`config.mk`:
```
export PLATFORM = sky130hd
export DESIGN_NAME = exec_core
export DESIGN_NICKNAME = d
export VERILOG_FILES = /design/src/hdl/core_pkg.sv /design/src/hdl/reg_file.sv /design/src/hdl/alu.sv /design/src/hdl/status_unit.sv /design/src/hdl/pc_unit.sv /design/src/hdl/exec_control.sv /design/src/hdl/exec_core.sv
export VERILOG_INCLUDE_DIRS = /design/src /design/src/hdl
export SDC_FILE = /design/constraint.sdc
export NUM_CORES = 1
export LEC_CHECK = 0
export BUFFER_PORTS_ARGS = -buffer_cell sky130_fd_sc_hd__buf_2
export CAP_MARGIN = 5
export CORE_ASPECT_RATIO = 1.4
export CORE_MARGIN = 2
export CORE_UTILIZATION = 40
export DETAILED_ROUTE_END_ITERATION = 10
export PLACE_DENSITY = 0.69
export SLEW_MARGIN = 10
export SYNTH_ARGS = -nofsm -noshare
export SYNTH_HDL_FRONTEND = slang
export SYNTH_HIERARCHICAL = 1
export SYNTH_SLANG_ARGS = --single-unit
```
`constraint.sdc`:
```
create_clock -name clk -period 11.4 [get_ports clk]
set_input_delay 1.14 -clock clk [delete_from_list [all_inputs] [get_ports clk]]
set_output_delay 1.14 -clock clk [all_outputs]
set_load 0.02 [all_outputs]
```
`src/hdl/core_defines.svh`:
```
// width and reset constants for the execution core
// data path, program counter and register file sizes

`ifndef CORE_DEFINES_SVH
`define CORE_DEFINES_SVH

// register and ALU data width
`define CORE_DATA_W 8

// program counter width
`define CORE_PC_W 16

// pc value after reset
`define CORE_PC_RESET 16'h0200

// A, X, Y, S
`define CORE_NUM_REGS 4

`endif

```
`src/hdl/core_pkg.sv`:
```
// shared types for the execution core
// opcodes, register index, status flag positions, instruction and retire records

`include "core_defines.svh"

package core_pkg;

  typedef enum logic [3:0] {
    OP_ADC = 4'd0,
    OP_SBC = 4'd1,
    OP_AND = 4'd2,
    OP_ORA = 4'd3,
    OP_EOR = 4'd4,
    OP_INC = 4'd5,
    OP_DEC = 4'd6,
    OP_LDI = 4'd7,
    OP_TRN = 4'd8,
    OP_BRC = 4'd9
  } opcode_e;

  // 0 = A, 1 = X, 2 = Y, 3 = S
  typedef logic [1:0] reg_idx_t;

  // bit positions in P
  localparam int FLAG_N = 7;
  localparam int FLAG_V = 6;
  localparam int FLAG_Z = 1;
  localparam int FLAG_C = 0;

  // bits of P that exist, the rest read as zero
  localparam logic [`CORE_DATA_W-1:0] P_MASK = 8'hc3;

  typedef struct packed {
    opcode_e                 op;
    reg_idx_t                dst;
    reg_idx_t                src;
    logic                    use_imm;
    logic [`CORE_DATA_W-1:0] imm;
    logic [`CORE_DATA_W-1:0] br_mask;
    logic                    br_pol;
  } instr_t;

  typedef struct packed {
    logic [`CORE_DATA_W-1:0] result;
    logic [`CORE_DATA_W-1:0] flags;
    logic                    we;
  } alu_out_t;

  typedef struct packed {
    opcode_e                 op;
    reg_idx_t                dst;
    logic [`CORE_DATA_W-1:0] value;
    logic [`CORE_DATA_W-1:0] status;
    logic [`CORE_PC_W-1:0]   pc;
    logic                    taken;
  } retire_t;

endpackage

```
`src/hdl/reg_file.sv`:
```
// register file for A, X, Y and S
// two combinational read ports, one synchronous write port

`timescale 1ns/1ns

`include "core_defines.svh"

module reg_file import core_pkg::*; (
  input  logic                    clk,
  input  logic                    reset,
  input  reg_idx_t                rd_a,
  input  reg_idx_t                rd_b,
  input  logic                    wr_en,
  input  reg_idx_t                wr_idx,
  input  logic [`CORE_DATA_W-1:0] wr_data,
  output logic [`CORE_DATA_W-1:0] rd_data_a,
  output logic [`CORE_DATA_W-1:0] rd_data_b
);

  logic [`CORE_DATA_W-1:0] regs [`CORE_NUM_REGS];

  always_ff @(posedge clk) begin
    if (reset) begin
      for (int i = 0; i < `CORE_NUM_REGS; i++) begin
        regs[i] <= '0;
      end
    end else if (wr_en) begin
      regs[wr_idx] <= wr_data;
    end
  end

  // reads see the old value in the write cycle
  assign rd_data_a = regs[rd_a];
  assign rd_data_b = regs[rd_b];

endmodule

```
`src/hdl/alu.sv`:
```
// 8-bit ALU for the execution core
// one shared adder for ADC, SBC, INC and DEC, plus logic ops and pass-through
// produces the result, the next flags and the register write-enable

`timescale 1ns/1ns

`include "core_defines.svh"

module alu import core_pkg::*; (
  input  opcode_e                 op,
  input  logic [`CORE_DATA_W-1:0] a,
  input  logic [`CORE_DATA_W-1:0] b,
  input  logic                    carry_in,
  input  logic [`CORE_DATA_W-1:0] flags_in,
  output alu_out_t                out
);

  logic [`CORE_DATA_W-1:0] addend;
  logic                    add_cin;
  logic [`CORE_DATA_W:0]   sum;
  logic [`CORE_DATA_W-1:0] result;
  logic [`CORE_DATA_W-1:0] flags;

  // adder input selection
  always_comb begin
    addend  = b;
    add_cin = carry_in;
    case (op)
      OP_SBC: addend = ~b;
      OP_INC: begin
        addend  = 8'h01;
        add_cin = 1'b0;
      end
      OP_DEC: begin
        addend  = 8'hff;
        add_cin = 1'b0;
      end
      default: ;
    endcase
  end

  assign sum = {1'b0, a} + {1'b0, addend} + {{`CORE_DATA_W{1'b0}}, add_cin};

  always_comb begin
    case (op)
      OP_ADC, OP_SBC, OP_INC, OP_DEC: result = sum[`CORE_DATA_W-1:0];
      OP_AND:                         result = a & b;
      OP_ORA:                         result = a | b;
      OP_EOR:                         result = a ^ b;
      OP_LDI, OP_TRN:                 result = b;
      default:                        result = '0;
    endcase
  end

  // untouched flags pass through, so BRC leaves P as it was
  always_comb begin
    flags = flags_in;
    if (op != OP_BRC) begin
      flags[FLAG_N] = result[`CORE_DATA_W-1];
      flags[FLAG_Z] = (result == '0);
    end
    if (op == OP_ADC || op == OP_SBC) begin
      flags[FLAG_C] = sum[`CORE_DATA_W];
      // signed overflow against the effective second operand
      flags[FLAG_V] = (a[`CORE_DATA_W-1] == addend[`CORE_DATA_W-1]) &&
                      (sum[`CORE_DATA_W-1] != a[`CORE_DATA_W-1]);
    end
  end

  assign out.result = result;
  assign out.flags  = flags;
  assign out.we     = (op != OP_BRC);

endmodule

```
`src/hdl/status_unit.sv`:
```
// processor status register P
// flag update on retire and the mask-and-polarity branch rule

`timescale 1ns/1ns

`include "core_defines.svh"

module status_unit import core_pkg::*; (
  input  logic                    clk,
  input  logic                    reset,
  input  logic                    flag_we,
  input  logic [`CORE_DATA_W-1:0] flags_next,
  input  logic [`CORE_DATA_W-1:0] br_mask,
  input  logic                    br_pol,
  output logic [`CORE_DATA_W-1:0] p,
  output logic                    branch_taken
);

  logic flag_hit;

  always_ff @(posedge clk) begin
    if (reset) begin
      p <= '0;
    end else if (flag_we) begin
      // only N, V, Z and C are stored
      p <= flags_next & P_MASK;
    end
  end

  // any selected flag set, then flipped by the polarity bit
  assign flag_hit     = |(br_mask & p);
  assign branch_taken = br_pol ^ flag_hit;

endmodule

```
`src/hdl/pc_unit.sv`:
```
// 16-bit program counter
// steps by one, or by one plus a signed 8-bit offset on a taken branch

`timescale 1ns/1ns

`include "core_defines.svh"

module pc_unit (
  input  logic                    clk,
  input  logic                    reset,
  input  logic                    step,
  input  logic                    taken,
  input  logic [`CORE_DATA_W-1:0] offset,
  output logic [`CORE_PC_W-1:0]   pc,
  output logic [`CORE_PC_W-1:0]   pc_next
);

  localparam logic [`CORE_PC_W-1:0] PC_ONE = {{(`CORE_PC_W-1){1'b0}}, 1'b1};

  logic [`CORE_PC_W-1:0] offset_ext;
  logic [`CORE_PC_W-1:0] pc_inc;

  assign offset_ext = {{(`CORE_PC_W-`CORE_DATA_W){offset[`CORE_DATA_W-1]}}, offset};
  assign pc_inc     = pc + PC_ONE;

  // wraps modulo 2^16
  assign pc_next = taken ? pc_inc + offset_ext : pc_inc;

  always_ff @(posedge clk) begin
    if (reset) begin
      pc <= `CORE_PC_RESET;
    end else if (step) begin
      pc <= pc_next;
    end
  end

endmodule

```
`src/hdl/exec_control.sv`:
```
// instruction sequencer for the execution core
// IDLE -> READ -> EXEC, holds the accepted instruction and strobes retire

`timescale 1ns/1ns

module exec_control import core_pkg::*; (
  input  logic   clk,
  input  logic   reset,
  input  logic   instr_valid,
  input  instr_t instr,
  output logic   busy,
  output instr_t cur_instr,
  output logic   do_retire,
  output logic   retire_valid
);

  typedef enum logic [1:0] {
    IDLE,
    READ,
    EXEC
  } state_e;

  state_e state;
  state_e state_next;
  logic   accept;

  // strobes arriving while busy are dropped
  assign accept = instr_valid & ~busy;

  always_comb begin
    state_next = state;
    case (state)
      IDLE: begin
        if (accept) begin
          state_next = READ;
        end
      end
      READ:    state_next = EXEC;
      EXEC:    state_next = IDLE;
      default: state_next = IDLE;
    endcase
  end

  always_ff @(posedge clk) begin
    if (reset) begin
      state <= IDLE;
    end else begin
      state <= state_next;
    end
  end

  // instruction stays put until the next accept
  always_ff @(posedge clk) begin
    if (reset) begin
      cur_instr <= '0;
    end else if (accept) begin
      cur_instr <= instr;
    end
  end

  // one cycle late, so the reported state is already written
  always_ff @(posedge clk) begin
    if (reset) begin
      retire_valid <= 1'b0;
    end else begin
      retire_valid <= do_retire;
    end
  end

  assign do_retire = (state == EXEC);

  // stays high through the retire_valid cycle
  assign busy = (state != IDLE) | retire_valid;

endmodule

```
`src/hdl/exec_core.sv`:
```
// top level of the execution core
// connects sequencer, register file, ALU, status register and PC
// and captures the retire record

`timescale 1ns/1ns

`include "core_defines.svh"

module exec_core import core_pkg::*; (
  input  logic                    clk,
  input  logic                    reset,
  input  logic                    instr_valid,
  input  instr_t                  instr,
  output logic                    busy,
  output logic                    retire_valid,
  output retire_t                 retire,
  output logic [`CORE_DATA_W-1:0] status
);

  instr_t                  cur_instr;
  logic                    do_retire;
  logic [`CORE_DATA_W-1:0] rd_data_a;
  logic [`CORE_DATA_W-1:0] rd_data_b;
  logic [`CORE_DATA_W-1:0] operand_b;
  alu_out_t                alu_out;
  logic                    branch_taken;
  logic                    taken;
  logic                    commit;
  logic [`CORE_PC_W-1:0]   pc_next;

  exec_control u_control (
    .clk          (clk),
    .reset        (reset),
    .instr_valid  (instr_valid),
    .instr        (instr),
    .busy         (busy),
    .cur_instr    (cur_instr),
    .do_retire    (do_retire),
    .retire_valid (retire_valid)
  );

  // dst is also the first operand, LDI always takes the immediate
  assign operand_b = (cur_instr.use_imm || cur_instr.op == OP_LDI) ? cur_instr.imm
                                                                   : rd_data_b;

  reg_file u_regs (
    .clk       (clk),
    .reset     (reset),
    .rd_a      (cur_instr.dst),
    .rd_b      (cur_instr.src),
    .wr_en     (commit),
    .wr_idx    (cur_instr.dst),
    .wr_data   (alu_out.result),
    .rd_data_a (rd_data_a),
    .rd_data_b (rd_data_b)
  );

  alu u_alu (
    .op       (cur_instr.op),
    .a        (rd_data_a),
    .b        (operand_b),
    .carry_in (status[FLAG_C]),
    .flags_in (status),
    .out      (alu_out)
  );

  // register and flag writes share the ALU write-enable
  assign commit = do_retire & alu_out.we;
  assign taken  = branch_taken & (cur_instr.op == OP_BRC);

  status_unit u_status (
    .clk          (clk),
    .reset        (reset),
    .flag_we      (commit),
    .flags_next   (alu_out.flags),
    .br_mask      (cur_instr.br_mask),
    .br_pol       (cur_instr.br_pol),
    .p            (status),
    .branch_taken (branch_taken)
  );

  pc_unit u_pc (
    .clk     (clk),
    .reset   (reset),
    .step    (do_retire),
    .taken   (taken),
    .offset  (cur_instr.imm),
    .pc      (),
    .pc_next (pc_next)
  );

  // alu flags already equal the next P, BRC passes P through
  always_ff @(posedge clk) begin
    if (reset) begin
      retire <= '0;
    end else if (do_retire) begin
      retire.op     <= cur_instr.op;
      retire.dst    <= cur_instr.dst;
      retire.value  <= alu_out.result;
      retire.status <= alu_out.flags & P_MASK;
      retire.pc     <= pc_next;
      retire.taken  <= taken;
    end
  end

endmodule

```
-- Yosys cells after proc, flatten, opt, wreduce, memory -nomap -nowiden
Memories as Yosys holds them, arrays and structs flattened. A register that Yosys moved wholly into a read port is not among the register bits.
Index checks and enable logic that the tools add are counted.
W data, S select, Z words.
- magnitude comparators: 0
- reductions and logical operators: 12
- bitwise gates (word level): 11
- multipliers: 0
- shift operators: 0
- div/mod/pow operators: 0
- mux-type cells: 23
- eq/ne operators: 15
- add/sub/neg operators: 4
- operator list (operator ; number):
    $pmux W8 S5 ; 1
    $pmux W8 S3 ; 1
    $add A16 B1 Y16 const B ; 1
    $add A16 B16 Y16 ; 1
    $and A8 B8 Y8 ; 2
    $eq A4 B3 Y1 const B ; 4
    $mux W16 ; 1
    $mux W8 ; 2
    $reduce_or A8 Y1 ; 2
    $mux W2 ; 6
    $mux W1 ; 11
    $add A8 B8 Y9 ; 1
    $add A9 B1 Y9 ; 1
    $eq A4 B2 Y1 const B ; 2
    $eq A4 B4 Y1 const B ; 2
    $logic_not A8 Y1 ; 1
    $not A8 Y8 ; 1
    $or A8 B8 Y8 ; 1
    $xor A8 B8 Y8 ; 1
    $eq A4 B1 Y1 const B ; 1
    $logic_not A4 Y1 ; 1
    $ne A4 B4 Y1 const B ; 1
    $pmux W2 S2 ; 1
    $reduce_or A2 Y1 ; 2
    14 further kinds ; 17
- memory bits (read-only): 0
- word-level logic and storage cells: 83
- bits in writable memories: 32
- memories: 1
- input bits: 29
- bits in latches: 0
- output and inout bits: 49
- bits in registers: 84
- memories (memory ; depth ; bits a word ; rd ports ; clocked after Yosys merged registers in ; write ports ; RTL line ; source):
    u_regs.regs ; 4 ; 8 ; 2 ; 2 ; 4 ; reg_file.sv:20 ; logic [`CORE_DATA_W-1:0] regs [`CORE_NUM_REGS];

-- Depth between registers and ports, before layout
Gate-level depths: netlist (run 1).
- depth after elaboration: 10
- depth in mapped cells: 17

-- Hierarchy
The synthesis (run 1) kept the hierarchy.
- by module, submodules not included (module ; area each (um^2) ; seq. area each (um^2) ; cells an instance ; times used):
    pc_unit ; 1941.9 ; 320.3 ; 255 ; 1
    reg_file ; 1671.6 ; 960.9 ; 94 ; 1
    exec_core ; 1410.1 ; 700.7 ; 132 ; 1
    alu ; 1403.8 ; 0.0 ; 191 ; 1
    exec_control ; 1287.5 ; 580.6 ; 122 ; 1
    status_unit ; 206.4 ; 80.1 ; 21 ; 1

-- Worst setup path before layout (run 1)
Ideal clock, no wire load.
- path kind: flip-flop to flip-flop
- start point: reg u_control/cur_instr[18] (netlist name)
- end point: reg retire[18] (netlist name)
- stages on the path, launching flop included: 16
- arrival time: 4.070 ns
- setup slack: 7.202 ns
- cell sequence: dfxtp_1 -> buf_6 -> mux4_2 -> mux2_2 -> mux2_2 -> a21oi_1 -> fa_1 -> fa_1 -> a211o_1 -> a211o_1 -> and3_1 -> o31ai_1 -> nor4_2 -> a32o_2 -> mux2i_1 -> nor2_1
- RTL lines (what ; RTL line ; source):
    end, declared ; exec_core.sv:16 ; output retire_t retire,

==> flow_metrics.tcl, run 1 <==
set metrics [dict create \
    status "complete, no violations" \
    cts_setup_buffers 0 \
    period_minus_slack_ns 5.28 \
    ir_drop_mv 0.0867 \
    drc_errors 0 \
    ctsRootBufferMaster "clkbuf_16" \
    cp.arrival_ns 5.52 \
    drive_above_1_share_pct 19.2 \
    cts.clk_slew.worst_paths_ns 0.08 \
    yosys_warnings 6 \
    synthCells 795 \
    numCtsBuffers 9 \
    diodes 0 \
    slew_violations 0 \
    cts_tree "done" \
    dr.pass1.iters 5 \
    grt_start_max_net_pins 73 \
    rows 60 \
    grt_first_pass_wirelength_mm 29.3 \
    clock-sinks 112 \
    wire_per_inst_um 16.6 \
    vias 5850 \
    first_iter_violations 338 \
    ant_nets 0 \
    max_slew_margin_pct 35.5 \
    crit_path_end_kind "register" \
    max_cap_violations 0 \
    dieArea_um2 20400 \
    antenna_found_initial 0 \
    viasPerCell 5.38 \
    core_region_area_um2 19100 \
    crit_path_start_kind "register" \
    pwr_density_cell_nw_per_um2 121 \
    fmaxAchievable_mhz 189 \
    area_growth_pct 8.93 \
    worstSetupPathType "register to register" \
    nFillCells 1851 \
    overflow 0 \
    finalCritPeriodShare_pct 46.3 \
    syn_area_um2 7720 \
    routed_wl_mm 18.1 \
    utilization_pct 44.1 \
    ctsResizeCount 0 \
    setup_viol 0 \
    r2r_slack_ns 6.12 \
    gp_congestion 0.940 \
    port-buffer-count 65 \
    syn_area_per_cell_um2 9.71 \
    io-pin-count 78 \
    nets 910 \
    cp.required_ns 11.64 \
    power.total_mw 1.01 \
    grt_pass1_vias 5688 \
    start_util_pct 40.5 \
    hold_class "register to register" \
    finClkSkew_ns 0.0125 \
    grt_usage_pct 18.1 \
    cts_hold_buf 0 \
    cts.path.max_buffers 2 \
    total_leakage_power_nw 3.44 \
    fp.dieH_um 168 \
    hold_viol 0 \
    cts_max_level 3 \
    cp_max_fo 20 \
    fp.dieW_um 121 \
    tightest_slew_ns 0.959 \
    hpwl_mm 13.5 \
    tns_ns 0 \
    rsz0062_at_grt "no" \
    clk_latency_ns 0.36 \
]
worst max-delay path: stages (launching register included):
cell	delay [ns]
dfxtp_1	0.81
inv_1	0.17
a41oi_4	0.34
mux2_2	0.44
mux2_2	0.24
a21oi_1	0.09
fa_1	0.46
fa_1	0.42
a211o_1	0.32
a211o_1	0.29
and3_1	0.18
o31ai_1	0.77
nor4_2	0.13
a32o_2	0.31
mux2i_1	0.13
nor2_1	0.05
report_power, final:
part | total [mW] | switching (mW) | internal [mW]
logic | 0.263 | 0.153 | 0.109
clock network | 0.308 | 0.157 | 0.151
registers | 0.443 | 0.0183 | 0.425
metal layers:
layer  part of all wire (%)  vias up  global-route usage (%)
li1                       -     2922                       -
met4                    3.3        0                    7.60
met2                     52      117                    32.8
met1                     42     2782                    21.2
met3                    3.1       29                    2.61
met5                      0        -                       0
final timing paths:
| path | start | cells after the start | to |
|---|---|---|---|
| min reg2reg | u_control/cur_instr[2] | 2 | u_control/cur_instr[2] |
| max reg2reg | u_control/cur_instr[25] | 15 | u_status/p[1] |
| min | u_control/cur_instr[2] | 2 | u_control/cur_instr[2] |
| max | u_control/cur_instr[25] | 15 | u_status/p[1] |
cells in the final DEF, fill, tap and decap left out, types with 23 or more instances in the layout:
cell      instances
ha_1             43
dfxtp_1          80
and2_1           28
buf_2            64
a21oi_1          23
edfxtp_1         32
nand2b_1         53
mux2i_1          64
inv_1            32
nand2_1          35
nor2_1           84
metrics by stage:
| step | cell area, um2 | instances | hold slack, ns | setup WS (ns) |
|---|---|---|---|---|
| 4_1_cts | 8410 | 1088 | 0.481 | 6.18 |
| 6_report | 8410 | 1088 | 0.477 | 6.12 |
| 2_1_floorplan | 7740 | 801 | 0.448 | 7.20 |
| 3_5_place_dp | 8130 | 1072 | 0.466 | 6.20 |
| 3_3_place_gp | 8130 | 1072 | 0.466 | 6.25 |
| 5_1_grt | 8410 | 1088 | 0.504 | 5.76 |
area by class of cell:
type                    instances  area, um2  area share [%]
clock inverters                 7       52.6           0.625
repair buffers                 74        395            4.70
well taps                     248        310            3.69
inverters                      33        124            1.47
clock buffers                   9        225            2.68
flip-flops and latches        112       2560            30.5
multi-input cells             605       4740            56.4
registers in the layout, summed over array words and instances, names as in the netlist:
name	count
u_status/p	4
u_regs/regs	32
u_control/state	2
retire	35
u_control/retire_valid	1
u_pc/pc	16
u_control/cur_instr	22
Note: power is estimated with default switching activity, not from simulation.
==> run 2: changes to the inputs <==
==> constraint.sdc (replaced) <==
create_clock -name clk -period 4.95 [get_ports clk]
set_input_delay 0.495 -clock clk [delete_from_list [all_inputs] [get_ports clk]]
set_output_delay 0.495 -clock clk [all_outputs]
set_load 0.02 [all_outputs]
==> run 2 against run 1 <==
Design area up 1.2%. Critical path type unchanged. Sequential cell count unchanged. Utilization up 0.54 points. Critical path depth down 1. Register-to-register slack worse by 5.6 ns. Die area unchanged. Global-route usage down 0.18 points.
==> flow_metrics.tcl, run 2 (same netlist as run 1, synthesis figures left out) <==
set metrics [dict create \
    worst_slack_ns 0.517 \
    hp-start "instr[8]" \
    reg2regPathDepth 14 \
    layout_commonest_cell "nor2_1" \
    total_leakage_power_nw 3.50 \
    max_slew_margin_pct 32.4 \
    critPathMaxStageDelay_ns 0.50 \
    first_iter_violations 214 \
    clock-sinks 112 \
    cts_max_level 3 \
    pwr_density_cell_nw_per_um2 285 \
    largest_register "retire" \
    hold_viol 0 \
    holdPathEnd "u_control/cur_instr[8]" \
    grt_pass1_vias 5695 \
    largest_reg_flops 35 \
    cp.arrival_ns 4.72 \
    fp.dieW_um 121 \
    gp_congestion 0.874 \
    cp_max_fo 6 \
    tns_ns 0 \
    fp.dieH_um 168 \
    setup_viol 0 \
    nFillCells 1870 \
    hpwl_mm 13.5 \
    cts_hold_buf 0 \
    r2r_end "u_status/p[1]" \
    numCtsBuffers 9 \
    slowest_stage "fa_1" \
    cp.required_ns 5.24 \
    area_growth_pct 10.3 \
    ir_drop_mv 0.167 \
    wire_per_inst_um 16.5 \
    fmaxAchievable_mhz 226 \
    nets 917 \
    overflow 0 \
    clk_latency_ns 0.36 \
    status "complete, no violations" \
    min_path_cells 3 \
    ctsRootBufferMaster "clkbuf_16" \
    rows 60 \
    dieArea_um2 20400 \
    slew_violations 0 \
    reg_top3 "retire: 35 flops, u_regs/regs: 32 flops, u_control/cur_instr: 22 flops" \
    cts.clk_slew.worst_paths_ns 0.08 \
    rsz0062_at_grt "no" \
    worstSetupPathType "register to register" \
    crit_path_start_kind "register" \
    drc_errors 0 \
    finalCritPeriodShare_pct 89.5 \
    viasPerCell 5.35 \
    core_region_area_um2 19100 \
    hold_class "input port to register" \
    final_cell_mix "nor2_1 (84), dfxtp_1 (80), mux2i_1 (64), buf_2 (64), nand2b_1 (53)" \
    grt_start_max_net_pins 113 \
    vias 5860 \
    period_minus_slack_ns 4.43 \
    port-buffer-count 65 \
    finClkSkew_ns 0.00864 \
    grt_first_pass_wirelength_mm 29.0 \
    cts_tree "done" \
    ant_nets 0 \
    cts.path.max_buffers 2 \
    drive_above_1_share_pct 19.8 \
    diodes 0 \
    ctsResizeCount 0 \
    register_area_um2 2560 \
    r2r-start "u_regs/regs[0][0]" \
    max_cap_violations 0 \
    tightest_slew_ns 1.01 \
    routed_wl_mm 18.1 \
    io-pin-count 78 \
    antenna_found_initial 0 \
    dr.pass1.iters 6 \
    multiInputGateArea_um2 4740 \
    cp_cell_sequence "mux4_2 -> mux2_2 -> mux2_2 -> a21oi_1 -> fa_1 -> fa_1 -> a211o_1 -> a21o_1 -> a311o_1 -> or3_1 -> nor4_2 -> a32o_2 -> mux2i_1 -> nor2_1" \
    grt_usage_pct 18.0 \
    r2r_slack_ns 0.52 \
    cts_setup_buffers 0 \
    dp_worst_setup_slack_ns 0.554 \
    start_util_pct 40.5 \
    crit_path_end_kind "register" \
]
==> run 2: power by group <==
group | internal [mW] | leakage (nW) | total, mW | switching [mW]
Clock | 0.435 | 0.164 | 0.784 | 0.349
Combinational | 0.266 | 2.36 | 0.634 | 0.368
Sequential | 0.979 | 0.981 | 1.01 | 0.0329
Total | 1.68 | 3.50 | 2.43 | 0.750
==> run 2: area by class of cell <==
type / count / area share, %
inverters: 33 / 1.45
clock inverters: 4 / 0.338
repair buffers: 81 / 5.26
multi-input cells: 605 / 55.7
flip-flops and latches: 112 / 30.1
clock buffers: 12 / 3.53
well taps: 248 / 3.64
==> run 2: how the worst max path moves through the flow <==
stage / start / endpoint / slack (ns) / depth (start not counted)
floorplan: u_control/cur_instr[18] / retire[18] / 0.75 / 15
global placement: u_control/cur_instr[18] / retire[18] / 0.60 / 14
detailed placement: u_regs/regs[3][0] / u_status/p[1] / 0.55 / 14
CTS: u_regs/regs[3][0] / u_status/p[1] / 0.51 / 14
global route: u_regs/regs[3][0] / u_status/p[1] / 0.37 / 14
finish: u_regs/regs[0][0] / u_status/p[1] / 0.52 / 14
==> run 2: per-stage QoR <==
| step | utilization, % | cells | cell area (um2) | power, mW | hold WS [ns] |
|---|---|---|---|---|---|
| 6_report | 44.7 | 1095 | 8510 | 2.43 | 0.392 |
| 5_1_grt | 44.7 | 1095 | 8510 | 2.55 | 0.389 |
| 4_1_cts | 44.7 | 1095 | 8510 | 2.45 | 0.382 |
| 3_5_place_dp | 42.9 | 1079 | 8190 | 1.66 | 0.472 |
| 3_3_place_gp | 42.9 | 1079 | 8190 | 1.65 | 0.466 |
| 2_1_floorplan | - | 801 | 7740 | 1.50 | 0.448 |
==> run 2: metal layers <==
layer,GRT usage [%],part of all wire [%],vias up
li1,-,-,2929
met1,20.6,41,2770
met2,32.6,52,128
met3,3.05,3.3,33
met4,7.45,3.1,0
met5,0,0,-
==> run 2: worst max-delay path: cells and delay by family (launching register included) <==
family                     cells  cell delay (ns)
adders and majority gates      2             0.94
and+or+nand+nor                3             0.68
muxes                          4             1.08
DFF                            1             0.41
AOI/OAI and AO/OA              5             1.24
==> run 3: changes to the inputs <==
--- a/config.mk
+++ b/config.mk
@@ -12,9 +12,9 @@
 export CORE_MARGIN = 2
 export CORE_UTILIZATION = 40
 export DETAILED_ROUTE_END_ITERATION = 10
-export PLACE_DENSITY = 0.69
 export SLEW_MARGIN = 10
 export SYNTH_ARGS = -nofsm -noshare
 export SYNTH_HDL_FRONTEND = slang
 export SYNTH_HIERARCHICAL = 1
 export SYNTH_SLANG_ARGS = --single-unit
+export TNS_END_PERCENT = 10
==> run 3 against run 2 <==
Sequential power about the same. Setup slack lost 0.056 ns. Register-to-register slack worse by 0.06 ns. Largest power group unchanged. Highest routed layer unchanged.
==> flow_metrics.tcl, run 3 (same netlist as run 1, synthesis figures left out) <==
set metrics [dict create \
    rsz0062_at_grt "no" \
    finalCritPeriodShare_pct 90.7 \
    port-buffer-count 65 \
    wire_per_inst_um 16.9 \
    ctsResizeCount 0 \
    hp-start "instr[16]" \
    overflow 0 \
    hold_ws_ns 0.386 \
    cts.clk_slew.worst_paths_ns 0.08 \
    fp.dieW_um 121 \
    setup_viol 0 \
    max_slew_margin_pct 33.1 \
    power.total_mw 2.43 \
    nets 915 \
    multiInputGateArea_um2 4740 \
    diodes 0 \
    viasPerCell 5.32 \
    gp_congestion 0.895 \
    largest_reg_flops 35 \
    ant_nets 0 \
    cp-startpoint "u_control/cur_instr[24]" \
    dieArea_um2 20400 \
    core_region_area_um2 19100 \
    grt_pass1_vias 5699 \
    reg2regPathDepth 14 \
    grt_first_pass_wirelength_mm 29.8 \
    rows 60 \
    routed_wl_mm 18.4 \
    ctsRootBufferMaster "clkbuf_16" \
    final_cell_mix "nor2_1 (84), dfxtp_1 (80), mux2i_1 (64), buf_2 (64), nand2b_1 (53)" \
    cts_hold_buf 0 \
    drc_errors 0 \
    dr.pass1.iters 4 \
    first_iter_violations 406 \
    start_util_pct 40.5 \
    clk_latency_ns 0.36 \
    max_cap_violations 0 \
    tightest_slew_ns 0.993 \
    numCtsBuffers 9 \
    finClkSkew_ns 0.0122 \
    worstSetupPathType "register to register" \
    vias 5812 \
    antenna_found_initial 0 \
    slew_violations 0 \
    placed_cells 1077 \
    largest_register "retire" \
    hpwl_mm 13.8 \
    grt_start_max_net_pins 64 \
    fmaxAchievable_mhz 223 \
    status "complete, no violations" \
    r2r-start "u_control/cur_instr[24]" \
    hold_viol 0 \
    cp_max_fo 8 \
    grt_usage_pct 18.5 \
    cts_tree "done" \
    reg_top3 "retire: 35 flops, u_regs/regs: 32 flops, u_control/cur_instr: 22 flops" \
    stdcell_count 1093 \
    crit_path_end_kind "register" \
    period_minus_slack_ns 4.49 \
    tns_ns 0 \
    r2r_end "u_status/p[1]" \
    nFillCells 1898 \
    crit_path_start_kind "register" \
    cts.path.max_buffers 2 \
    fp.dieH_um 168 \
    cp.arrival_ns 4.78 \
    endpoint "u_status/p[1]" \
    cts_setup_buffers 0 \
    cp.required_ns 5.24 \
    total_leakage_power_nw 3.49 \
    io-pin-count 78 \
    clock-sinks 112 \
    pwr_density_cell_nw_per_um2 286 \
    r2r_slack_ns 0.46 \
    area_growth_pct 9.98 \
    layout_commonest_cell "nor2_1" \
    ir_drop_mv 0.148 \
    cts_max_level 3 \
    drive_above_1_share_pct 19.6 \
    register_area_um2 2560 \
    hold_class "input port to register" \
]
[run 3: routing by layer]
| layer | track usage (%) | vias to the layer above | wire length (um) |
|---|---|---|---|
| li1 | - | 2923 | - |
| met1 | 22.3 | 2785 | 7980 |
| met2 | 33.5 | 80 | 9660 |
| met3 | 2.64 | 24 | 393 |
| met4 | 5.65 | 0 | 397 |
| met5 | 0 | - | 0 |
[run 3: final cells by class]
type                    instances  area share [%]
multi-input cells             605            55.8
inverters                      33            1.46
repair buffers                 79            5.10
well taps                     248            3.65
clock buffers                  10            2.95
clock inverters                 6           0.840
flip-flops and latches        112            30.2
[run 3: worst max-delay path, cell delays in order, from the launching register on]
cell     delay [ns]
dfxtp_1        0.34
a41oi_4        0.43
mux2_2         0.45
mux2_2         0.24
a21oi_1        0.09
fa_1           0.51
fa_1           0.44
a211o_1        0.31
a21o_1         0.17
a311o_1        0.46
or3_1          0.42
nor4_2         0.17
a32o_2         0.23
mux2i_1        0.07
nor2_1         0.09
[run 3: stage by stage]
stage | utilization, % | cell area [um2] | setup slack (ns)
finish | 44.5 | 8490 | 0.461
detailed placement | 42.8 | 8170 | 0.482
global placement | 42.8 | 8170 | 0.558
floorplan | - | 7740 | 0.752
CTS | 44.5 | 8490 | 0.473
global route | 44.5 | 8490 | 0.269
[run 3: report_power, final]
part / internal [mW] / switching [mW]
combinational: 0.259 / 0.372
sequential: 0.979 / 0.0322
clock: 0.430 / 0.357
[run 3: how the worst min path moves through the flow]
| stage | end | slack [ns] | depth (start not counted) |
|---|---|---|---|
| final | u_control/cur_instr[16] | 0.39 | 3 |
| after global routing | u_control/cur_instr[21] | 0.39 | 3 |
| after CTS | u_control/cur_instr[16] | 0.38 | 3 |
| after detailed placement | u_control/cur_instr[1] | 0.47 | 2 |
| after global placement | u_control/cur_instr[1] | 0.46 | 2 |
| after floorplan | u_control/cur_instr[19] | 0.45 | 2 |
